`config.mk`:
```
export PLATFORM = sky130hd
export DESIGN_NAME = io_soc_top
export DESIGN_NICKNAME = d
export VERILOG_FILES = /design/src/hw/io_soc_pkg.sv /design/src/hw/io_soc_top.sv /design/src/hw/uart_tx_core.sv /design/src/hw/timer_core.sv /design/src/hw/led_core.sv /design/src/hw/io_interconnect.sv
export VERILOG_INCLUDE_DIRS = /design/src /design/src/include
export SDC_FILE = /design/constraint.sdc
export NUM_CORES = 1
export LEC_CHECK = 0
export BUFFER_PORTS_ARGS = -buffer_cell sky130_fd_sc_hd__buf_2
export CORE_ASPECT_RATIO = 1.25
export CORE_MARGIN = 4
export CORE_UTILIZATION = 55
export CTS_CLUSTER_DIAMETER = 120
export CTS_CLUSTER_SIZE = 16
export DETAILED_ROUTE_END_ITERATION = 10
export PLACE_DENSITY = 0.84
export SYNTH_ARGS = -nofsm -noshare
export SYNTH_HDL_FRONTEND = slang
export SYNTH_SLANG_ARGS = --single-unit
```
`constraint.sdc`:
```
create_clock -name clk -period 3.95 [get_ports clk]
set_input_delay 0.79 -clock clk [delete_from_list [all_inputs] [get_ports clk]]
set_output_delay 0.79 -clock clk [all_outputs]
set_load 0.02 [all_outputs]
```
`src/include/io_soc_consts.svh`:
```
`ifndef IO_SOC_CONSTS_SVH
`define IO_SOC_CONSTS_SVH

// I/O slot map
`define IO_NUM_SLOTS 4

// Address bits 5:4 pick the slot
`define IO_SLOT_LSB 4

// Address bits 3:2 pick the register of a word-aligned access
`define IO_REG_LSB 2

// UART transmitter
`define UART_FIFO_DEPTH 4

// Clock cycles per serial bit out of reset
`define UART_DEFAULT_DIVISOR 8

`endif
```
`src/hw/io_soc_pkg.sv`:
```
`include "io_soc_consts.svh"

package io_soc_pkg;

    typedef logic [31:0] io_addr_t;
    typedef logic [31:0] io_data_t;
    typedef logic [1:0] io_slot_t;
    typedef logic [1:0] io_reg_t;
    typedef logic [`IO_NUM_SLOTS-1:0] io_cs_t;

    // One request from the bus master
    typedef struct packed {
        logic     rd_en;
        logic     wr_en;
        io_addr_t address;
        io_data_t wr_data;
    } io_req_t;

    typedef logic [7:0] uart_byte_t;
    typedef logic [15:0] uart_div_t;

    typedef enum logic [1:0] {
        tx_idle,
        tx_start,
        tx_data,
        tx_stop
    } uart_state_t;

endpackage

```
`src/hw/io_soc_top.sv`:
```
`timescale 1ns/1ns

module io_soc_top
    import io_soc_pkg::*;
#(
    parameter int LED_COUNT = 4
)
(
    input  logic                 clk,
    input  logic                 rst_n,
    input  io_req_t              io_req,
    output io_data_t             rd_data,
    output logic [LED_COUNT-1:0] led,
    output logic                 uart_tx
);
    io_cs_t   cs;
    logic     led_sel;
    logic     timer_sel;
    logic     uart_sel;
    io_data_t led_rd_data;
    io_data_t timer_rd_data;
    io_data_t uart_rd_data;

    assign led_sel   = cs[0];
    assign timer_sel = cs[1];
    assign uart_sel  = cs[2];

    io_interconnect io_xbar (
        .clk(clk),
        .rst_n(rst_n),
        .io_req(io_req),
        .cs(cs),
        .led_rd_data(led_rd_data),
        .timer_rd_data(timer_rd_data),
        .uart_rd_data(uart_rd_data),
        .rd_data(rd_data)
    );

    // Slot 0
    led_core #(.LED_COUNT(LED_COUNT)) ledc (
        .clk(clk),
        .rst_n(rst_n),
        .io_req(io_req),
        .sel(led_sel),
        .rd_data(led_rd_data),
        .led(led)
    );

    // Slot 1
    timer_core timer (
        .clk(clk),
        .rst_n(rst_n),
        .io_req(io_req),
        .sel(timer_sel),
        .rd_data(timer_rd_data)
    );

    // Slot 2
    uart_tx_core uart (
        .clk(clk),
        .rst_n(rst_n),
        .io_req(io_req),
        .sel(uart_sel),
        .rd_data(uart_rd_data),
        .uart_tx(uart_tx)
    );

endmodule

```
`src/hw/uart_tx_core.sv`:
```
`timescale 1ns/1ns
`include "io_soc_consts.svh"

module uart_tx_core
    import io_soc_pkg::*;
(
    input  logic     clk,
    input  logic     rst_n,
    input  io_req_t  io_req,
    input  logic     sel,
    output io_data_t rd_data,
    output logic     uart_tx
);
    localparam int PTR_W = $clog2(`UART_FIFO_DEPTH);

    io_reg_t     reg_idx;
    uart_byte_t  fifo_mem [`UART_FIFO_DEPTH];
    logic [PTR_W:0] wr_ptr;
    logic [PTR_W:0] rd_ptr;
    logic        full;
    logic        empty;
    logic        push;
    logic        pop;
    uart_div_t   divisor;
    uart_div_t   baud_cnt;
    logic        bit_end;
    logic [2:0]  bit_idx;
    uart_byte_t  shift_reg;
    uart_state_t state;

    assign reg_idx = io_req.address[`IO_REG_LSB +: $bits(io_reg_t)];

    // Extra pointer bit tells full from empty
    assign empty = wr_ptr == rd_ptr;
    assign full  = wr_ptr[PTR_W] != rd_ptr[PTR_W] && wr_ptr[PTR_W-1:0] == rd_ptr[PTR_W-1:0];

    // Writes to a full FIFO are dropped
    assign push = sel && io_req.wr_en && reg_idx == 2'd0 && !full;
    assign pop  = state == tx_idle && !empty;

    always_ff @(posedge clk) begin
        if (push) begin
            fifo_mem[wr_ptr[PTR_W-1:0]] <= io_req.wr_data[7:0];
        end
    end

    always_ff @(posedge clk) begin
        if (!rst_n) begin
            wr_ptr  <= '0;
            rd_ptr  <= '0;
            divisor <= uart_div_t'(`UART_DEFAULT_DIVISOR);
        end else begin
            if (push) begin
                wr_ptr <= wr_ptr + 1'b1;
            end
            if (pop) begin
                rd_ptr <= rd_ptr + 1'b1;
            end
            if (sel && io_req.wr_en && reg_idx == 2'd2) begin
                divisor <= io_req.wr_data[15:0];
            end
        end
    end

    assign bit_end = baud_cnt == divisor - 16'd1;

    // Start bit, 8 data bits LSB first, stop bit
    always_ff @(posedge clk) begin
        if (!rst_n) begin
            state    <= tx_idle;
            uart_tx  <= 1'b1;
            baud_cnt <= '0;
            bit_idx  <= '0;
        end else begin
            baud_cnt <= bit_end ? 16'd0 : baud_cnt + 16'd1;
            case (state)
                tx_idle: begin
                    baud_cnt <= '0;
                    if (pop) begin
                        shift_reg <= fifo_mem[rd_ptr[PTR_W-1:0]];
                        uart_tx   <= 1'b0;
                        state     <= tx_start;
                    end
                end
                tx_start: begin
                    if (bit_end) begin
                        uart_tx   <= shift_reg[0];
                        shift_reg <= shift_reg >> 1;
                        bit_idx   <= '0;
                        state     <= tx_data;
                    end
                end
                tx_data: begin
                    if (bit_end && bit_idx == 3'd7) begin
                        uart_tx <= 1'b1;
                        state   <= tx_stop;
                    end else if (bit_end) begin
                        uart_tx   <= shift_reg[0];
                        shift_reg <= shift_reg >> 1;
                        bit_idx   <= bit_idx + 3'd1;
                    end
                end
                default: begin
                    if (bit_end) begin
                        state <= tx_idle;
                    end
                end
            endcase
        end
    end

    always_comb begin
        case (reg_idx)
            2'd1:    rd_data = {30'd0, state == tx_idle && empty, full};
            2'd2:    rd_data = {16'd0, divisor};
            default: rd_data = '0;
        endcase
    end

endmodule

```
`src/hw/timer_core.sv`:
```
`timescale 1ns/1ns
`include "io_soc_consts.svh"

module timer_core
    import io_soc_pkg::*;
(
    input  logic     clk,
    input  logic     rst_n,
    input  io_req_t  io_req,
    input  logic     sel,
    output io_data_t rd_data
);
    localparam io_reg_t REG_COUNT = 2'd0;
    localparam io_reg_t REG_CTRL  = 2'd1;

    io_reg_t  reg_idx;
    logic     ctrl_wr;
    logic     clear;
    logic     enable;
    io_data_t count;

    assign reg_idx = io_req.address[`IO_REG_LSB +: $bits(io_reg_t)];
    assign ctrl_wr = sel && io_req.wr_en && reg_idx == REG_CTRL;

    // Bit 1 of a control write zeroes the count
    assign clear = ctrl_wr && io_req.wr_data[1];

    always_ff @(posedge clk) begin
        if (!rst_n) begin
            enable <= 1'b0;
        end else if (ctrl_wr) begin
            enable <= io_req.wr_data[0];
        end
    end

    // Free-running cycle count
    always_ff @(posedge clk) begin
        if (!rst_n) begin
            count <= '0;
        end else if (clear) begin
            count <= '0;
        end else if (enable) begin
            count <= count + 32'd1;
        end
    end

    always_comb begin
        case (reg_idx)
            REG_COUNT: rd_data = count;
            REG_CTRL:  rd_data = {31'd0, enable};
            default:   rd_data = '0;
        endcase
    end

endmodule

```
`src/hw/led_core.sv`:
```
`timescale 1ns/1ns
`include "io_soc_consts.svh"

module led_core
    import io_soc_pkg::*;
#(
    parameter int LED_COUNT = 4
)
(
    input  logic                 clk,
    input  logic                 rst_n,
    input  io_req_t              io_req,
    input  logic                 sel,
    output io_data_t             rd_data,
    output logic [LED_COUNT-1:0] led
);
    io_reg_t reg_idx;

    assign reg_idx = io_req.address[`IO_REG_LSB +: $bits(io_reg_t)];

    always_ff @(posedge clk) begin
        if (!rst_n) begin
            led <= '0;
        end else if (sel && io_req.wr_en && reg_idx == 2'd0) begin
            led <= io_req.wr_data[LED_COUNT-1:0];
        end
    end

    // Pattern reads back in the low bits
    always_comb begin
        rd_data = '0;
        if (reg_idx == 2'd0) begin
            rd_data[LED_COUNT-1:0] = led;
        end
    end

endmodule

```
`src/hw/io_interconnect.sv`:
```
`timescale 1ns/1ns
`include "io_soc_consts.svh"

module io_interconnect
    import io_soc_pkg::*;
(
    input  logic     clk,
    input  logic     rst_n,
    input  io_req_t  io_req,
    output io_cs_t   cs,
    input  io_data_t led_rd_data,
    input  io_data_t timer_rd_data,
    input  io_data_t uart_rd_data,
    output io_data_t rd_data
);
    io_slot_t slot;
    io_data_t slot_rd_data;

    assign slot = io_req.address[`IO_SLOT_LSB +: $bits(io_slot_t)];

    // One-hot select from the slot field
    always_comb begin
        cs = '0;
        cs[slot] = 1'b1;
    end

    always_comb begin
        case (slot)
            2'd0: slot_rd_data = led_rd_data;
            2'd1: slot_rd_data = timer_rd_data;
            2'd2: slot_rd_data = uart_rd_data;
            // Slot 3 is empty
            default: slot_rd_data = '0;
        endcase
    end

    // Read data is held until the next read
    always_ff @(posedge clk) begin
        if (!rst_n) begin
            rd_data <= '0;
        end else if (io_req.rd_en) begin
            rd_data <= slot_rd_data;
        end
    end

endmodule

```
==> flow_summary.yaml, run 1 <==
grt:
  grt.overflow.total: 0
  grt_pass1_vias: 5423
  grt_pass1_wl_mm: 26.3
  met3_usage_pct: 5.53
  grt_use_met1_pct: 26.4
  grt_antenna_before_repair: 1
  grt_usage_pct: 22.7
  largest_net_degree_at_the_start_of_global_routing: 49
  grt_use_met2_pct: 38.8
  global_route.peak_usage_layer: "met2"
detailed_routing:
  num_vias: 5425
  detail_route.first_pass.iterations: 5
  detail_route.iter0.violations: 270
  antenna_violating_nets_post_route: 0
  avgRoutedWirePerCell_um: 17.2
  drt-vias-per-instance: 5.77
  drc: 0
  drt_wl_total_mm: 16.2
sta:
  worst_pin_slew_ps: 977
  timing.final.crit_share_pct: 80.6
  timing.final.setup_violations: 0
  maxClockFrequency_mhz: 314
  rsz0062_at_grt: "no"
  relSlewSlack_pct: 34.7
  fin_crit_ps: 3190
  hold_viol: 0
  min_setup_slack_post_route_ps: 765
  worst_clock_skew_ps: 8.32
  report.final.slew_viol_count: 0
  totalNegativeSetupSlack_ps: 0
synthesis:
  synth_seq_area_share_pct: 48.9
  avgSynthCellArea_um2: 10.0
  netlist-cell-type-count: 59
  dominantRegCellSynth: "dfxtp_1"
  mappedNetlistArea_um2: 7160
  yosysWarnings: 0
  syn_nets: 801
  postSynthRegisterBits: 155
  asyncSetResetFlopFracSynth_pct: 0
  synth_edf_count: 40
  number_of_instances_in_the_synthesized_netlist: 716
power_and_ir_drop:
  p_leak_nw: 3.16
  power_density_nw_per_um2: 485
  worst_ir_drop_on_vdd_mv: 0.271
die:
  floorplan.core_area_um2: 12700
  die_height_um: 136
  floorplan.io_pins: 105
  die_w_um: 110
  start_util_pct: 56.3
  std_cell_rows: 46
  die_area_um2: 14900
finish:
  nFillCells: 979
  syn2layout_area_growth_pct: 14.2
  most-common-layout-cells: "115 x dfxtp_1, 79 x nand2_1, 62 x nor2_1"
  layout-drive-gt1-share_pct: 15.6
  layout.cell_area.non_filler_um2: 8170
  most_frequent_standard_cell_in_the_layout_excluding_fill_and_tap_cells: "dfxtp_1"
  finalNetCount: 843
worst_setup_path:
  critical_path_required_time_ps: 4040
  critPathSlowestCell: "or4_4"
  critical_path.cell_chain: "nor4_4 -> nand2_1 -> or4_4 -> a2111oi_4 -> nand3_2 -> mux2i_1 -> and3_1"
  cp_slowest_stage_delay_ps: 550
  timing.setup.critical_path_class: "register to register"
  worstPathArrival_ps: 3270
  worst-path-max-fanout: 11
  startpoint_class_of_the_critical_path: "register"
  timing.critical_path.to_type: "register"
cts:
  cts_made_buffers: 17
  cts.htree.levels: 4
  ctsHoldBuffers: 0
  clk_transition_reported_paths_ps: 60
  clock_tree.root_cell: "clkbuf_16"
  ctsLongestPathBuffers: 2
  cts_num_sinks: 155
  tritoncts: "done"
  cts_setup_buffers: 0
  insertion_delay_ps: 430
  post_cts_resize_count: 0
placed_design:
  dp_worst_setup_slack_ps: 782
  dp.final_hpwl_mm: 11.2
  gp_congestion: 0.922
  port_buffers: 60
  postPlaceCellArea_um2: 7530
worst_hold_path:
  min-delay-path-class: "register to register"
run_status:
  status: "finished, final reports clean"
flow_run:
  max_cap_violations: 0
[kinds of logic (layout without fill, tap and decap cells)]
kind of cell / after synthesis / in the layout / synth area share (%)
xor gates and xnor gates: 64 / 64 / 7.83
AOI/OAI and AO/OA: 113 / 113 / 12.0
and+or+nand+nor: 279 / 279 / 19.4
buffers and inverters: 60 / 115 / 3.41
muxes: 28 / 28 / 5.45
DFF: 155 / 155 / 48.9
adders and majority gates: 17 / 17 / 2.97
other: 0 / 1 / 0
[area by class of cell]
type / count / area, um2 / share of cell area [%]
clock inverter: 15 / 211 / 2.59
clock buffer: 17 / 425 / 5.21
timing repair buffer: 64 / 330 / 4.04
tap: 168 / 210 / 2.57
antenna: 1 / 2.50 / 0.0306
inverter: 19 / 71.3 / 0.873
sequential: 155 / 3500 / 42.9
multi-input combinational: 501 / 3420 / 41.8
[power by group]
| group | switching, W | internal [W] | total, W |
|---|---|---|---|
| logic | 0.000245 | 0.000202 | 0.000447 |
| registers | 0.0000628 | 0.00171 | 0.00177 |
| clock network | 0.000672 | 0.00107 | 0.00174 |
| total | 0.000980 | 0.00298 | 0.00396 |
[path summary, 6_finish.rpt]
check / startpoint / to / slack [ps] / cells past startpoint
hold reg to reg: io_xbar.rd_data[13] / io_xbar.rd_data[13] / 480 / 1
setup / recovery: uart.divisor[2] / uart.shift_reg[2] / 760 / 7
setup reg to reg: uart.divisor[2] / uart.shift_reg[2] / 760 / 7
hold / removal: io_xbar.rd_data[13] / io_xbar.rd_data[13] / 480 / 1
[layer usage]
layer	up-vias	part of all wire [%]
met5	-	0
met4	0	3.9
met3	49	5.0
met2	170	51
met1	2605	40
li1	2601	-
[Yosys cell counts, drive strengths merged (3+ instances only)]
cell type | count | share of area, %
inv | 19 | 1.0
and2 | 11 | 0.96
o211ai | 3 | 0.31
nand2b | 18 | 1.6
buf | 9 | 0.73
xnor2 | 28 | 3.4
a21oi | 12 | 0.84
a211oi | 3 | 0.31
or4 | 5 | 0.58
nand2 | 79 | 4.1
mux4 | 8 | 2.5
a21boi | 37 | 3.9
edfxtp | 40 | 17
nor2b | 10 | 0.87
o21ai | 14 | 0.98
xor2 | 36 | 4.4
and3 | 11 | 0.96
clkbuf | 32 | 1.7
nor3 | 10 | 0.70
a22oi | 12 | 1.3
nor4 | 5 | 0.73
mux2i | 12 | 1.7
nand3 | 42 | 3.0
o211a | 14 | 2.0
nor2 | 63 | 3.3
or3 | 9 | 0.86
mux2 | 8 | 1.3
ha | 17 | 3.0
dfxtp | 115 | 32
nand4 | 7 | 0.61
[metrics by stage]
step / std cells / hold slack [ps] / power [W] / util [%]
final: 940 / 476 / 0.00396 / 64.2
after global routing: 940 / 495 / 0.00409 / 64.2
after CTS: 939 / 480 / 0.00397 / 64.2
after detailed placement: 907 / 466 / 0.00224 / 59.2
after global placement: 907 / 458 / 0.00221 / 59.2
after floorplan: 716 / 452 / 0.00213 / -
[worst max-delay path, delay by kind of cell, from the launching register on]
family	cells	cell delay (ps)
AO/OA/AOI/OAI	1	400
AND/OR/NAND/NOR	5	1830
multiplexers	1	200
flip-flops	1	410
Note: power is estimated with default switching activity, not from simulation.
==> run 2, diff against run 1 <==
--- a/config.mk
+++ b/config.mk
@@ -9,7 +9,7 @@
 export BUFFER_PORTS_ARGS = -buffer_cell sky130_fd_sc_hd__buf_2
 export CORE_ASPECT_RATIO = 1.25
 export CORE_MARGIN = 4
-export CORE_UTILIZATION = 55
+export CORE_UTILIZATION = 52
 export CTS_CLUSTER_DIAMETER = 120
 export CTS_CLUSTER_SIZE = 16
 export DETAILED_ROUTE_END_ITERATION = 10
==> constraint.sdc (replaced) <==
create_clock -name clk -period 2.65 [get_ports clk]
set_input_delay 0.53 -clock clk [delete_from_list [all_inputs] [get_ports clk]]
set_output_delay 0.53 -clock clk [all_outputs]
set_load 0.02 [all_outputs]
==> run 2 against run 1 <==
Register-to-register slack worse by 820 ps. Cell area up 4.1%. Die area up 5.4%. Largest power group unchanged. The run now ends with setup timing left. Combinational power rose by 57%. Highest routed layer unchanged.
==> flow_summary.yaml, run 2 (synthesis gave the netlist of run 1 again) <==
grt:
  grt_antenna_before_repair: 0
  grt_usage_pct: 20.5
  grt_pass1_wl_mm: 26.0
  grt_pass1_vias: 5301
  grt.overflow.total: 0
  largest_net_degree_at_the_start_of_global_routing: 41
finish:
  final-seq-area_um2: 3510
  syn2layout_area_growth_pct: 18.9
  most-common-layout-cells: "111 x dfxtp_1, 79 x nand2_1, 62 x nor2_1"
  layout.cell_area.non_filler_um2: 8510
  layoutNonFillerInstCount: 984
  area_of_combinational_cells_with_multiple_inputs_um2: 3450
  post-route-util_pct: 63.7
  layout-drive-gt1-share_pct: 21.0
  finalNetCount: 885
  nFillCells: 1015
  most_frequent_standard_cell_in_the_layout_excluding_fill_and_tap_cells: "dfxtp_1"
  diodes: 0
placed_design:
  port_buffers: 60
  place_inst: 950
  postPlaceCellArea_um2: 7860
  gp_congestion: 0.946
  dp.final_hpwl_mm: 11.1
worst_hold_path:
  min-delay-path-class: "primary input to register"
  hold-path-cell-count: 1
  hold_start: "io_req[7]"
  worst_hold_path.endpoint: "uart.fifo_mem[3][7]"
worst_setup_path:
  timing.critical_path.to_type: "register"
  r2r-end: "uart.bit_idx[2]"
  timing.setup.critical_path_class: "register to register"
  cp_slowest_stage_delay_ps: 500
  startpoint_class_of_the_critical_path: "register"
  setup.reg_to_reg.worst_slack_ps: -60
  critical_path_required_time_ps: 3000
  path_buf_inv: 1
  worstPathArrival_ps: 3060
  worstRegToRegCells: 8
  worst-path-max-fanout: 7
  critical_path.cell_chain: "or4_1 -> or3_4 -> o21bai_4 -> a221oi_2 -> nand3_2 -> buf_4 -> or3_1 -> a21boi_1"
  critPathSlowestCell: "or4_1"
  cpLargestDelayFamily: "simple AND/OR/NAND/NOR gates"
  critical_path.reg2reg.startpoint: "uart.divisor[3]"
run_status:
  violations: "setup timing"
  status: "complete, but fails checks"
cts:
  clk_transition_reported_paths_ps: 60
  ctsLongestPathBuffers: 2
  cts.htree.levels: 4
  cts_num_sinks: 155
  tritoncts: "done"
  clock_tree.root_cell: "clkbuf_16"
  cts_made_buffers: 17
  insertion_delay_ps: 420
sta:
  fin_worst_hold_slack_ps: 357
  hold_viol: 0
  timing.final.setup_violations: 13
  maxClockFrequency_mhz: 369
  rsz0062_at_grt: "yes"
  worst_clock_skew_ps: 7.14
  report.final.slew_viol_count: 0
  worst_pin_slew_ps: 679
  fin_crit_ps: 2710
  timing.final.crit_share_pct: 102
  relSlewSlack_pct: 54.8
  min_setup_slack_post_route_ps: -57.6
power_and_ir_drop:
  p_leak_nw: 3.36
  total_power_w: 0.00580
  worst_ir_drop_on_vdd_mv: 0.459
  power_density_nw_per_um2: 682
die:
  floorplan.core_area_um2: 13300
  die_height_um: 139
  die_area_um2: 15700
  die_w_um: 113
  floorplan.io_pins: 105
  std_cell_rows: 47
  start_util_pct: 53.6
detailed_routing:
  num_vias: 5473
  drt_wl_total_mm: 16.1
  antenna_violating_nets_post_route: 0
  drt-vias-per-instance: 5.56
  detail_route.iter0.violations: 298
  avgRoutedWirePerCell_um: 16.3
  detail_route.first_pass.iterations: 5
  drc: 0
flow_run:
  max_cap_violations: 0
run 2: where the power goes:
part	internal, W	leakage (nW)	switching [W]
clock	0.00148	0.284	0.000983
sequential	0.00255	1.29	0.0000864
combinational	0.000337	1.78	0.000367
run 2: repair_timing:
action	4_1_cts	5_1_grt
gates resized for setup	4	7
pin swaps	1	1
setup buffers	2	0
setup endpoints to repair	13	29
hold buffers	0	0
run 2: worst register-to-register path, cell delays in order, from the launching register on:
cell	delay (ps)
dfxtp_2	350
or4_1	500
or3_4	370
o21bai_4	190
a221oi_2	330
nand3_2	190
buf_4	210
or3_1	360
a21boi_1	150
run 2: worst max path at each step:
stage / startpoint / endpoint / depth (start not counted) / slack [ps]
6_report: uart.divisor[3] / uart.bit_idx[2] / 8 / -60
5_1_grt: uart.divisor[7] / uart.bit_idx[0] / 8 / -160
4_1_cts: uart.divisor[3] / uart.bit_idx[0] / 8 / -50
3_5_place_dp: uart.divisor[3] / uart.shift_reg[6] / 7 / -90
3_3_place_gp: uart.divisor[2] / uart.shift_reg[7] / 8 / -30
2_1_floorplan: uart.divisor[2] / uart.shift_reg[0] / 9 / -30
run 2: through the flow:
step	setup slack, ps	TNS (ps)
2_1_floorplan	-29.2	-234
3_3_place_gp	-30.1	-290
3_5_place_dp	-91.1	-880
4_1_cts	-48.8	-513
5_1_grt	-163	-1750
6_report	-57.6	-588
run 2: area by class of cell:
cell class                 count  share of cell area (%)
clock inverter                14                    2.01
tap                          171                    2.51
clock buffer                  18                    5.04
inverter                      19                   0.838
sequential                   155                    41.2
timing repair buffer         106                    7.78
multi-input combinational    501                    40.6
run 2: routing by layer:
metal  vias up  track usage, %  part of all wire [%]  routed length [um]
met4         0            7.85                   2.1                 338
met2       168            34.4                    50                8040
li1       2676               -                     -                   -
met1      2594            24.9                    42                6790
met5         -               0                     0                   0
met3        35            5.59                   5.5                 883
